===== src/design/fetch_pkg.sv =====
package fetch_pkg;

    // ---------------------------------------------------
    // word and field widths
    // ---------------------------------------------------
    parameter int NB_INSTRUCTION = 32;
    parameter int NB_BYTE        = 8;
    parameter int NB_OPCODE      = 6;

    // opcodes resolved inside the fetch unit
    localparam logic [NB_OPCODE-1:0] OP_JUMP      = 6'd2;
    localparam logic [NB_OPCODE-1:0] OP_BRANCH_EQ = 6'd4;
    localparam logic [NB_OPCODE-1:0] OP_HALT      = 6'h3f;

    // ---------------------------------------------------
    // instruction formats
    // ---------------------------------------------------
    // i-type, immediate is a signed word offset
    typedef struct packed {
        logic [NB_OPCODE-1:0] opcode;
        logic [4:0]           rs;
        logic [4:0]           rt;
        logic [15:0]          immediate;
    } i_format_t;

    // j-type, target is a word address
    typedef struct packed {
        logic [NB_OPCODE-1:0] opcode;
        logic [25:0]          target;
    } j_format_t;

    // same 32 bits, two decodings
    typedef union packed {
        i_format_t i_view;
        j_format_t j_view;
    } instruction_t;

endpackage


===== src/design/instruction_memory.sv =====
`timescale 1ns/1ps

module instruction_memory
#(
    parameter int N_INSTRUCTIONS = 64,
    parameter int NB_ADDRESS     = 8
)
(
    input  logic                                i_clock,
    input  logic                                i_reset,
    input  logic                                i_write_enable,
    input  logic [fetch_pkg::NB_BYTE-1:0]       i_write_data,
    input  logic [NB_ADDRESS-1:0]               i_read_address,
    output logic [fetch_pkg::NB_INSTRUCTION-1:0] o_read_instruction,
    output logic                                o_is_program_end
);
    import fetch_pkg::*;

    localparam int N_BYTES = N_INSTRUCTIONS * 4;

    // highest word-aligned address
    localparam logic [NB_ADDRESS-1:0] LAST_WORD_ADDRESS = NB_ADDRESS'(N_BYTES - 4);

    logic [NB_BYTE-1:0]        memory_bytes [N_BYTES];
    logic [NB_ADDRESS-1:0]     write_pointer;
    logic [NB_INSTRUCTION-1:0] read_instruction;
    logic                      is_program_end;
    logic                      end_condition;

    // ---------------------------------------------------
    // write pointer
    // ---------------------------------------------------
    // counts loaded bytes, wraps at the memory size
    always_ff @(posedge i_clock) begin
        if (i_reset) begin
            write_pointer <= '0;
        end else if (i_write_enable) begin
            write_pointer <= write_pointer + NB_ADDRESS'(1);
        end
    end

    // byte store, cleared as a whole on reset
    always_ff @(posedge i_clock) begin
        if (i_reset) begin
            for (int i = 0; i < N_BYTES; i++) begin
                memory_bytes[i] <= '0;
            end
        end else if (i_write_enable) begin
            memory_bytes[write_pointer] <= i_write_data;
        end
    end

    // ---------------------------------------------------
    // word read on the falling edge
    // ---------------------------------------------------
    // past the loaded bytes, or sitting on the last word
    assign end_condition = (i_read_address >= write_pointer) ||
                           (i_read_address == LAST_WORD_ADDRESS);

    // big endian: lowest address is the top byte
    always_ff @(negedge i_clock) begin
        read_instruction <= {memory_bytes[i_read_address],
                             memory_bytes[i_read_address + NB_ADDRESS'(1)],
                             memory_bytes[i_read_address + NB_ADDRESS'(2)],
                             memory_bytes[i_read_address + NB_ADDRESS'(3)]};
        is_program_end   <= end_condition;
    end

    // both settle half a cycle before the next rising edge
    assign o_read_instruction = read_instruction;
    assign o_is_program_end   = is_program_end;

endmodule


===== src/design/fetch_control.sv =====
`timescale 1ns/1ps

module fetch_control
(
    input  logic i_clock,
    input  logic i_reset,
    input  logic i_load_valid,
    input  logic i_mode_write,
    input  logic i_mode_step,
    input  logic i_start,
    input  logic i_step,
    input  logic i_stop,
    input  logic i_is_program_end,
    output logic o_write_enable,
    output logic o_restart,
    output logic o_advance,
    output logic o_running,
    output logic o_halted
);

    // state encoding
    localparam logic [1:0] ST_IDLE    = 2'd0;
    localparam logic [1:0] ST_RUNNING = 2'd1;
    localparam logic [1:0] ST_HALTED  = 2'd2;

    logic [1:0] state;
    logic [1:0] next_state;
    logic       is_running;
    logic       step_mode;
    logic       step_pending;
    logic       halted;

    assign is_running = (state == ST_RUNNING);

    // ---------------------------------------------------
    // run mode
    // ---------------------------------------------------
    // 0 continuous, 1 single step
    // only changed while nothing is fetching
    always_ff @(posedge i_clock) begin
        if (i_reset) begin
            step_mode <= 1'b0;
        end else if (i_mode_write && !is_running) begin
            step_mode <= i_mode_step;
        end
    end

    // step pulse held for its advance cycle
    always_ff @(posedge i_clock) begin
        if (i_reset) begin
            step_pending <= 1'b0;
        end else begin
            step_pending <= is_running && step_mode && i_step;
        end
    end

    // ---------------------------------------------------
    // run / halt fsm
    // ---------------------------------------------------
    always_comb begin
        next_state = state;
        case (state)
            ST_RUNNING: if (i_stop)  next_state = ST_HALTED;
            default:    if (i_start) next_state = ST_RUNNING;
        endcase
    end

    always_ff @(posedge i_clock) begin
        if (i_reset) begin
            state <= ST_IDLE;
        end else begin
            state <= next_state;
        end
    end

    // halted flag trails the fsm by one cycle
    // so the last valid word never overlaps it
    always_ff @(posedge i_clock) begin
        if (i_reset || i_start) begin
            halted <= 1'b0;
        end else begin
            halted <= (state == ST_HALTED);
        end
    end

    // loads only land while stopped
    assign o_write_enable = i_load_valid && !is_running;
    // pc back to zero on the start edge
    assign o_restart      = i_start && !is_running;
    // step mode: no step needed to notice the end of the program
    assign o_advance      = is_running && (!step_mode || step_pending || i_is_program_end);
    assign o_running      = is_running;
    assign o_halted       = halted;

endmodule


===== src/design/program_counter.sv =====
`timescale 1ns/1ps

module program_counter
#(
    parameter int NB_ADDRESS = 8
)
(
    input  logic                                 i_clock,
    input  logic                                 i_reset,
    input  logic                                 i_restart,
    input  logic                                 i_advance,
    input  logic                                 i_is_program_end,
    input  logic [fetch_pkg::NB_INSTRUCTION-1:0] i_instruction,
    output logic [NB_ADDRESS-1:0]                o_read_address,
    output logic                                 o_stop,
    output logic [fetch_pkg::NB_INSTRUCTION-1:0] o_instruction,
    output logic [NB_ADDRESS-1:0]                o_instruction_pc,
    output logic                                 o_instruction_valid
);
    import fetch_pkg::*;

    instruction_t              instruction;
    logic [NB_ADDRESS-1:0]     pc;
    logic [NB_ADDRESS-1:0]     sequential_pc;
    logic [NB_ADDRESS-1:0]     next_pc;
    logic [NB_INSTRUCTION-1:0] jump_address;
    logic [NB_INSTRUCTION-1:0] branch_offset;
    logic                      is_jump;
    logic                      is_branch_taken;
    logic                      is_halt;
    logic                      fetch;

    assign instruction = i_instruction;

    // ---------------------------------------------------
    // decode of the word at pc
    // ---------------------------------------------------
    assign is_jump         = (instruction.i_view.opcode == OP_JUMP);
    // beq with equal register fields needs no register values
    assign is_branch_taken = (instruction.i_view.opcode == OP_BRANCH_EQ) &&
                             (instruction.i_view.rs == instruction.i_view.rt);
    assign is_halt         = (instruction.i_view.opcode == OP_HALT);

    // word target to byte address
    assign jump_address  = {4'b0000, instruction.j_view.target, 2'b00};
    // sign extended word offset, in bytes
    assign branch_offset = {{14{instruction.i_view.immediate[15]}},
                            instruction.i_view.immediate, 2'b00};

    assign sequential_pc = pc + NB_ADDRESS'(4);

    // jump wins over branch, both truncate to the memory
    always_comb begin
        if (is_jump) begin
            next_pc = jump_address[NB_ADDRESS-1:0];
        end else if (is_branch_taken) begin
            next_pc = sequential_pc + branch_offset[NB_ADDRESS-1:0];
        end else begin
            next_pc = sequential_pc;
        end
    end

    // end of program blocks the fetch, halt word still goes out
    assign fetch  = i_advance && !i_is_program_end;
    assign o_stop = i_advance && (i_is_program_end || is_halt);

    // ---------------------------------------------------
    // pc and output registers
    // ---------------------------------------------------
    always_ff @(posedge i_clock) begin
        if (i_reset || i_restart) begin
            pc <= '0;
        end else if (fetch) begin
            pc <= next_pc;
        end
    end

    always_ff @(posedge i_clock) begin
        if (i_reset) begin
            o_instruction_valid <= 1'b0;
        end else begin
            o_instruction_valid <= fetch;
        end
    end

    // word and its address, qualified by the valid strobe
    always_ff @(posedge i_clock) begin
        if (fetch) begin
            o_instruction    <= i_instruction;
            o_instruction_pc <= pc;
        end
    end

    assign o_read_address = pc;

endmodule


===== src/design/instruction_fetch.sv =====
`timescale 1ns/1ps

module instruction_fetch
#(
    parameter  int N_INSTRUCTIONS = 64,
    localparam int NB_ADDRESS     = $clog2(4 * N_INSTRUCTIONS)
)
(
    input  logic                                 i_clock,
    input  logic                                 i_reset,
    input  logic                                 i_load_valid,
    input  logic [fetch_pkg::NB_BYTE-1:0]        i_load_byte,
    input  logic                                 i_mode_write,
    input  logic                                 i_mode_step,
    input  logic                                 i_start,
    input  logic                                 i_step,
    output logic [fetch_pkg::NB_INSTRUCTION-1:0] o_instruction,
    output logic [NB_ADDRESS-1:0]                o_instruction_pc,
    output logic                                 o_instruction_valid,
    output logic                                 o_running,
    output logic                                 o_halted
);
    import fetch_pkg::*;

    // control to memory and pc
    logic                      write_enable;
    logic                      restart;
    logic                      advance;
    // pc back to control
    logic                      stop;
    // memory read side
    logic [NB_ADDRESS-1:0]     read_address;
    logic [NB_INSTRUCTION-1:0] read_instruction;
    logic                      is_program_end;

    // ---------------------------------------------------
    // byte loaded program store
    // ---------------------------------------------------
    instruction_memory #(
        .N_INSTRUCTIONS (N_INSTRUCTIONS),
        .NB_ADDRESS     (NB_ADDRESS)
    ) u_instruction_memory (
        .i_clock            (i_clock),
        .i_reset            (i_reset),
        .i_write_enable     (write_enable),
        .i_write_data       (i_load_byte),
        .i_read_address     (read_address),
        .o_read_instruction (read_instruction),
        .o_is_program_end   (is_program_end)
    );

    // mode register and run / halt state
    fetch_control u_fetch_control (
        .i_clock          (i_clock),
        .i_reset          (i_reset),
        .i_load_valid     (i_load_valid),
        .i_mode_write     (i_mode_write),
        .i_mode_step      (i_mode_step),
        .i_start          (i_start),
        .i_step           (i_step),
        .i_stop           (stop),
        .i_is_program_end (is_program_end),
        .o_write_enable   (write_enable),
        .o_restart        (restart),
        .o_advance        (advance),
        .o_running        (o_running),
        .o_halted         (o_halted)
    );

    // ---------------------------------------------------
    // pc, next pc and fetched word output
    // ---------------------------------------------------
    program_counter #(
        .NB_ADDRESS (NB_ADDRESS)
    ) u_program_counter (
        .i_clock             (i_clock),
        .i_reset             (i_reset),
        .i_restart           (restart),
        .i_advance           (advance),
        .i_is_program_end    (is_program_end),
        .i_instruction       (read_instruction),
        .o_read_address      (read_address),
        .o_stop              (stop),
        .o_instruction       (o_instruction),
        .o_instruction_pc    (o_instruction_pc),
        .o_instruction_valid (o_instruction_valid)
    );

endmodule


===== config.mk =====
export PLATFORM = sky130hd
export DESIGN_NAME = instruction_fetch
export DESIGN_NICKNAME = d
export VERILOG_FILES = /design/src/design/fetch_pkg.sv /design/src/design/instruction_memory.sv /design/src/design/fetch_control.sv /design/src/design/program_counter.sv /design/src/design/instruction_fetch.sv
export SDC_FILE = /design/constraint.sdc
export NUM_CORES = 2
export LEC_CHECK = 0
export BUFFER_PORTS_ARGS = -buffer_cell sky130_fd_sc_hd__buf_2
export CELL_PAD_IN_SITES_DETAIL_PLACEMENT = 1
export CELL_PAD_IN_SITES_GLOBAL_PLACEMENT = 2
export CORE_ASPECT_RATIO = 1.2
export CORE_MARGIN = 2
export CORE_UTILIZATION = 41
export CTS_CLUSTER_DIAMETER = 80
export DETAILED_ROUTE_END_ITERATION = 10
export PLACE_DENSITY_LB_ADDON = 0.1
export SYNTH_ARGS = -nofsm -noshare
export SYNTH_HDL_FRONTEND = slang
export SYNTH_SLANG_ARGS = --single-unit

===== constraint.sdc =====
create_clock -name i_clock -period 5.2 [get_ports i_clock]
set_input_delay 0.52 -clock i_clock [delete_from_list [all_inputs] [get_ports i_clock]]
set_output_delay 0.52 -clock i_clock [all_outputs]
set_load 0.02 [all_outputs]

=== Word-level counts from Yosys, hierarchy flattened ===
Memory sizes are Yosys's and may differ from the RTL's. A register that Yosys moved wholly into a read port is not among the register bits.
Index checks and enable logic that the tools add are counted.

* Divide/modulo/power cells: 0
* Multipliers: 0
* Mux-type cells: 13
* Bitwise logic cells: 0
* Order comparisons: 1
* Equal/unequal tests: 8
* $add $sub $neg: 6
* Shifts and indexed selects: 0
* Reductions and logical operators: 21

{| class="wikitable"
|+ Operator list
! operator !! count
|-
| two-way mux 8 bit || 4
|-
| adder 8 x 1 -> 8 bit, second input constant || 2
|-
| adder 8 x 2 -> 8 bit, second input constant || 2
|-
| logical AND 1 bit || 9
|-
| adder 8 x 3 -> 8 bit, second input constant || 1
|-
| adder 8 bit || 1
|-
| == test 8 bit, second input constant || 1
|-
| >= comparator 8 bit || 1
|-
| OR reduction 8 bit || 1
|-
| == test 6 x 2 -> 1 bit, second input constant || 1
|-
| == test 6 x 3 -> 1 bit, second input constant || 1
|-
| == test 6 bit, second input constant || 1
|-
| logical OR 1 bit || 6
|-
| two-way mux 1 bit || 6
|-
| two-way mux 2 bit || 3
|-
| == test 5 bit || 1
|-
| zero test 1 bit || 3
|-
| == test 2 x 1 -> 1 bit, second input constant || 1
|-
| == test 2 bit, second input constant || 1
|-
| != test 2 bit, second input constant || 1
|-
| AND reduction 2 bit || 1
|-
| nonzero test 2 bit || 1
|}

* Latch bits: 0
* Input port bits: 15
* Memory bits (read-only): 0
* Register bits: 63
* Memory bits (writable): 2048
* Memories: 1

{| class="wikitable"
|+ Memories
! memory !! words !! bits a word !! read ports !! clocked after memory_dff !! wr ports !! RTL line !! RTL
|-
| u_instruction_memory.memory_bytes || 256 || 8 || 4 || 4 || 256 || instruction_memory.sv:24 || <nowiki>logic [NB_BYTE-1:0] memory_bytes [N_BYTES];</nowiki>
|}

=== Longest topological paths before layout ===
* Depth in word-level cells: 8
* Mapped depth: 14
* Depth with buffers taken out: 10

=== Hierarchy ===
A second synthesis with hierarchy kept.

* Cells, all modules: 10299
* Area total of the unflattened synthesis: 149089.2 um^2

{| class="wikitable"
|+ By module, submodules not included
! module !! cells an instance !! area an instance (um^2) !! times used !! seq. area each (um^2)
|-
| instruction_memory || 10131 || 146880.9 || 1 || 62319.8
|-
| program_counter || 145 || 1989.4 || 1 || 1281.2
|-
| fetch_control || 23 || 219.0 || 1 || 100.1
|}

==> flow_summary.ini <==
[die]
dieArea_um2 = 240500
die_h_um = 536.8
core_um2 = 235200
start_util = 0.4124
ios = 58
die_w_um = 448.0
num_rows = 195

[layout]
layout_commonest_cell = edfxtp_1
syn2layout_area_growth_pct = 13.90
layout.nets = 6578
final_layout_size_suffix_gt1_frac = 0.2295
finalNonFillerCells = 9890
num-fill-cells = 22700
final_cell_mix = edfxtp_1, and2_1, mux4_2, nor2_1, buf_4
post-route-cell-area_um2 = 110500

[drt]
wire_per_inst_um = 30.65
wl_mm = 303.2
dr.first_iter.drc_count = 4359
dr.pass1.iters = 7
vias = 54930
vias_per_cell = 5.554
drc = 0
ant_nets = 0

[setup_path]
crit_chain = buf_12 > buf_12 > mux4_2 > a22oi_2 > a21oi_1 > nor2_2 > o221ai_1
worst_path_max_delay_cell = mux4_2
cp_max_fo = 27
reg2reg_depth = 7
cp.arrival_ns = 3.29
end_kind = flip-flop
worstSetupPathType = flip-flop to flip-flop
max_stage_delay_ns = 0.58
rrSetupSlack_ns = 0.04
critical_path_required_ns = 3.33
critical_path.most_common_cell = buf_12
timing.rr.start = u_program_counter.o_read_address[2]$_SDFFE_PP0P_
startpoint_type = flip-flop
worstSetupStartpoint = u_program_counter.o_read_address[2]$_SDFFE_PP0P_
worst_r2r_endpoint = u_instruction_memory.o_read_instruction[12]$_DFF_N_

[grt]
grt_max_degree = 135
grt_pass1_wl_mm = 434.7
grtUsageTotal = 0.2518
grt_pass1_vias = 57890
grt_overflow = 0
antenna_found_initial = 22

[timing]
final_max_slew_viol_count = 0
fin_tns_setup_ns = 0
rsz0062_at_grt = yes
setup_violations = 0
clock_skew_ns = 0.05215
slew_headroom = 0.1976
timing_hold_violations_final = 0
tightest_slew_ns = 1.194

[cts]
cts_buffer_depth = 4
path_clk_slew_ns = 0.07
clk_latency_ns = 0.93
cts.sinks = 2139
cts_tree = built
cts_buffers = 235
cts-root-buf = clkbuf_16
htree_levels = 4

[place]
place_congestion = 0.8332
io_buffers = 55
dp_hpwl_mm = 201.6
placed_area_um2 = 102600
placedCellCount = 9398

[logic_synthesis]
synth_seq_area_share = 0.6567
ys_async_sr_fraction = 0
synth_cells = 6357
syn_area_um2 = 97000
synth_edf_count = 2086
yosys_warnings = 0
yosysUniqueCellTypes = 47
ys_ff_latch = 2139
syn_avg_cell_area_um2 = 15.26
synth_ff_type = edfxtp_1

[outcome]
outcome = completed

[hold_path]
holdPathEnd = u_fetch_control.state[0]$_SDFFE_PP0P_
min_path_cells = 3
worstHoldStart = i_start
hold_path.class = primary input to flip-flop

[power_and_ir_drop]
p_leak_uw = 0.03930
ir_drop_mv = 0.2868
power.density_nw_per_um2 = 342.1

[flow_run]
cap_viol_max_count = 0
## state kept, by name, summed over array words and instances, names as in the netlist
| signal | cells |
|---|---|
| u_program_counter.o_instruction_valid | 1 |
| u_instruction_memory.write_pointer | 8 |
| u_instruction_memory.o_read_instruction | 32 |
| u_instruction_memory.memory_bytes | 2048 |
| u_program_counter.o_instruction | 32 |
| u_fetch_control.o_halted | 1 |
| u_instruction_memory.o_is_program_end | 1 |
| u_fetch_control.step_pending | 1 |
| u_fetch_control.step_mode | 1 |
| u_fetch_control.state | 2 |
| u_program_counter.o_instruction_pc | 6 |
| u_program_counter.o_read_address | 6 |
## what timing repair did
item,CTS,global route
pin swaps,2,0
setup buffers,0,22
hold buffers,5,0
setup endpoints to repair,17,20
gates cloned,0,3
endpoints found under the hold margin,5,0
gates resized for setup,29,13
## power by group
part / total, uW / internal [uW] / switching, uW
combinational: 1790 / 599 / 1190
sequential: 19700 / 19400 / 260
clock: 16300 / 9160 / 7140
total: 37800 / 29200 / 8590
## kinds of logic (layout without fill, tap and decap cells)
| family | count (synthesis) | count (layout) | synth area share |
|---|---|---|---|
| flops | 2139 | 2139 | 0.6567 |
| xor+xnor | 19 | 19 | 0.001716 |
| compound gates | 384 | 384 | 0.02837 |
| buf+inv | 503 | 874 | 0.02052 |
| other cells | 1 | 11 | 0.00003866 |
| mux | 544 | 544 | 0.1222 |
| simple gates | 2749 | 2749 | 0.1680 |
| fa+ha+maj | 18 | 18 | 0.002399 |
## synth_stat cells (all sizes together), types with 5 or more instances
master	count	area, um2
nand3	28	140.1
and2	2053	12840
nor2	291	1092
a221oi	64	560.5
mux2i	32	320.3
o21ai	9	45.04
ha	17	212.7
edfxtp	2086	62640
a22o	64	560.5
dfxtp	53	1061
clkbuf	389	1460
nor2b	8	50.05
nand4	7	43.79
inv	16	60.06
mux4	512	11530
nand2	66	247.7
or2	271	1695
a21oi	101	509.2
nand2b	5	31.28
buf	98	470.5
o22ai	26	162.7
a211oi	27	202.7
or3	6	37.54
xnor2	15	131.4
o221ai	6	52.55
a22oi	77	578.1
## area by class of cell
cell class	instances	area [um2]	share of cell area
Timing Repair Buffer	405	3896	0.03527
Multi-Input combinational cell	3716	31500	0.2851
Antenna cell	9	22.52	0.0002039
Tap cell	3152	3944	0.03570
Clock buffer	293	6160	0.05575
Inverter	15	56.30	0.0005096
Sequential cell	2139	63710	0.5767
Clock inverter	161	1186	0.01074
## through the flow
| step | setup slack, ns | util | total power [uW] | hold slack, ns |
|---|---|---|---|---|
| 2_1_floorplan | 0.2507 | - | 20990 | 0.4229 |
| 4_1_cts | 0.002327 | 0.4682 | 38110 | 0.05584 |
| 3_3_place_gp | -0.1976 | 0.4362 | 21870 | 0.4474 |
| 5_1_grt | -0.001578 | 0.4696 | 38820 | 0.09580 |
| 3_5_place_dp | -0.2791 | 0.4362 | 21910 | 0.4452 |
| 6_report | 0.03950 | 0.4697 | 37800 | 0.1168 |
## critical path: cells and delay by family, from the launching register on
kind                   cells  cell delay [ns]
AO/OA/AOI/OAI              3             0.63
buffers and inverters      2             0.40
flip-flops                 1             0.42
multiplexers               1             0.58
AND/OR/NAND/NOR            1             0.30
## layer usage
layer / wire length (um) / global-route usage / vias up
met1: 126800 / 0.3370 / 29400
met3: 13250 / 0.02402 / 410
met2: 152200 / 0.4308 / 1324
li1: - / - / 23790
met5: 13 / 0 / -
met4: 10840 / 0.08435 / 2
## worst max-delay path by stage
stage                                                          endpoint  cells past startpoint
finish              u_instruction_memory.o_read_instruction[12]$_DFF_N_                      7
global route         u_instruction_memory.o_read_instruction[0]$_DFF_N_                      7
CTS                  u_instruction_memory.o_read_instruction[3]$_DFF_N_                      7
detailed placement  u_instruction_memory.o_read_instruction[14]$_DFF_N_                      7
global placement    u_instruction_memory.o_read_instruction[14]$_DFF_N_                      7
floorplan           u_instruction_memory.o_read_instruction[12]$_DFF_N_                      7
Power figures use the tool's default switching activity.
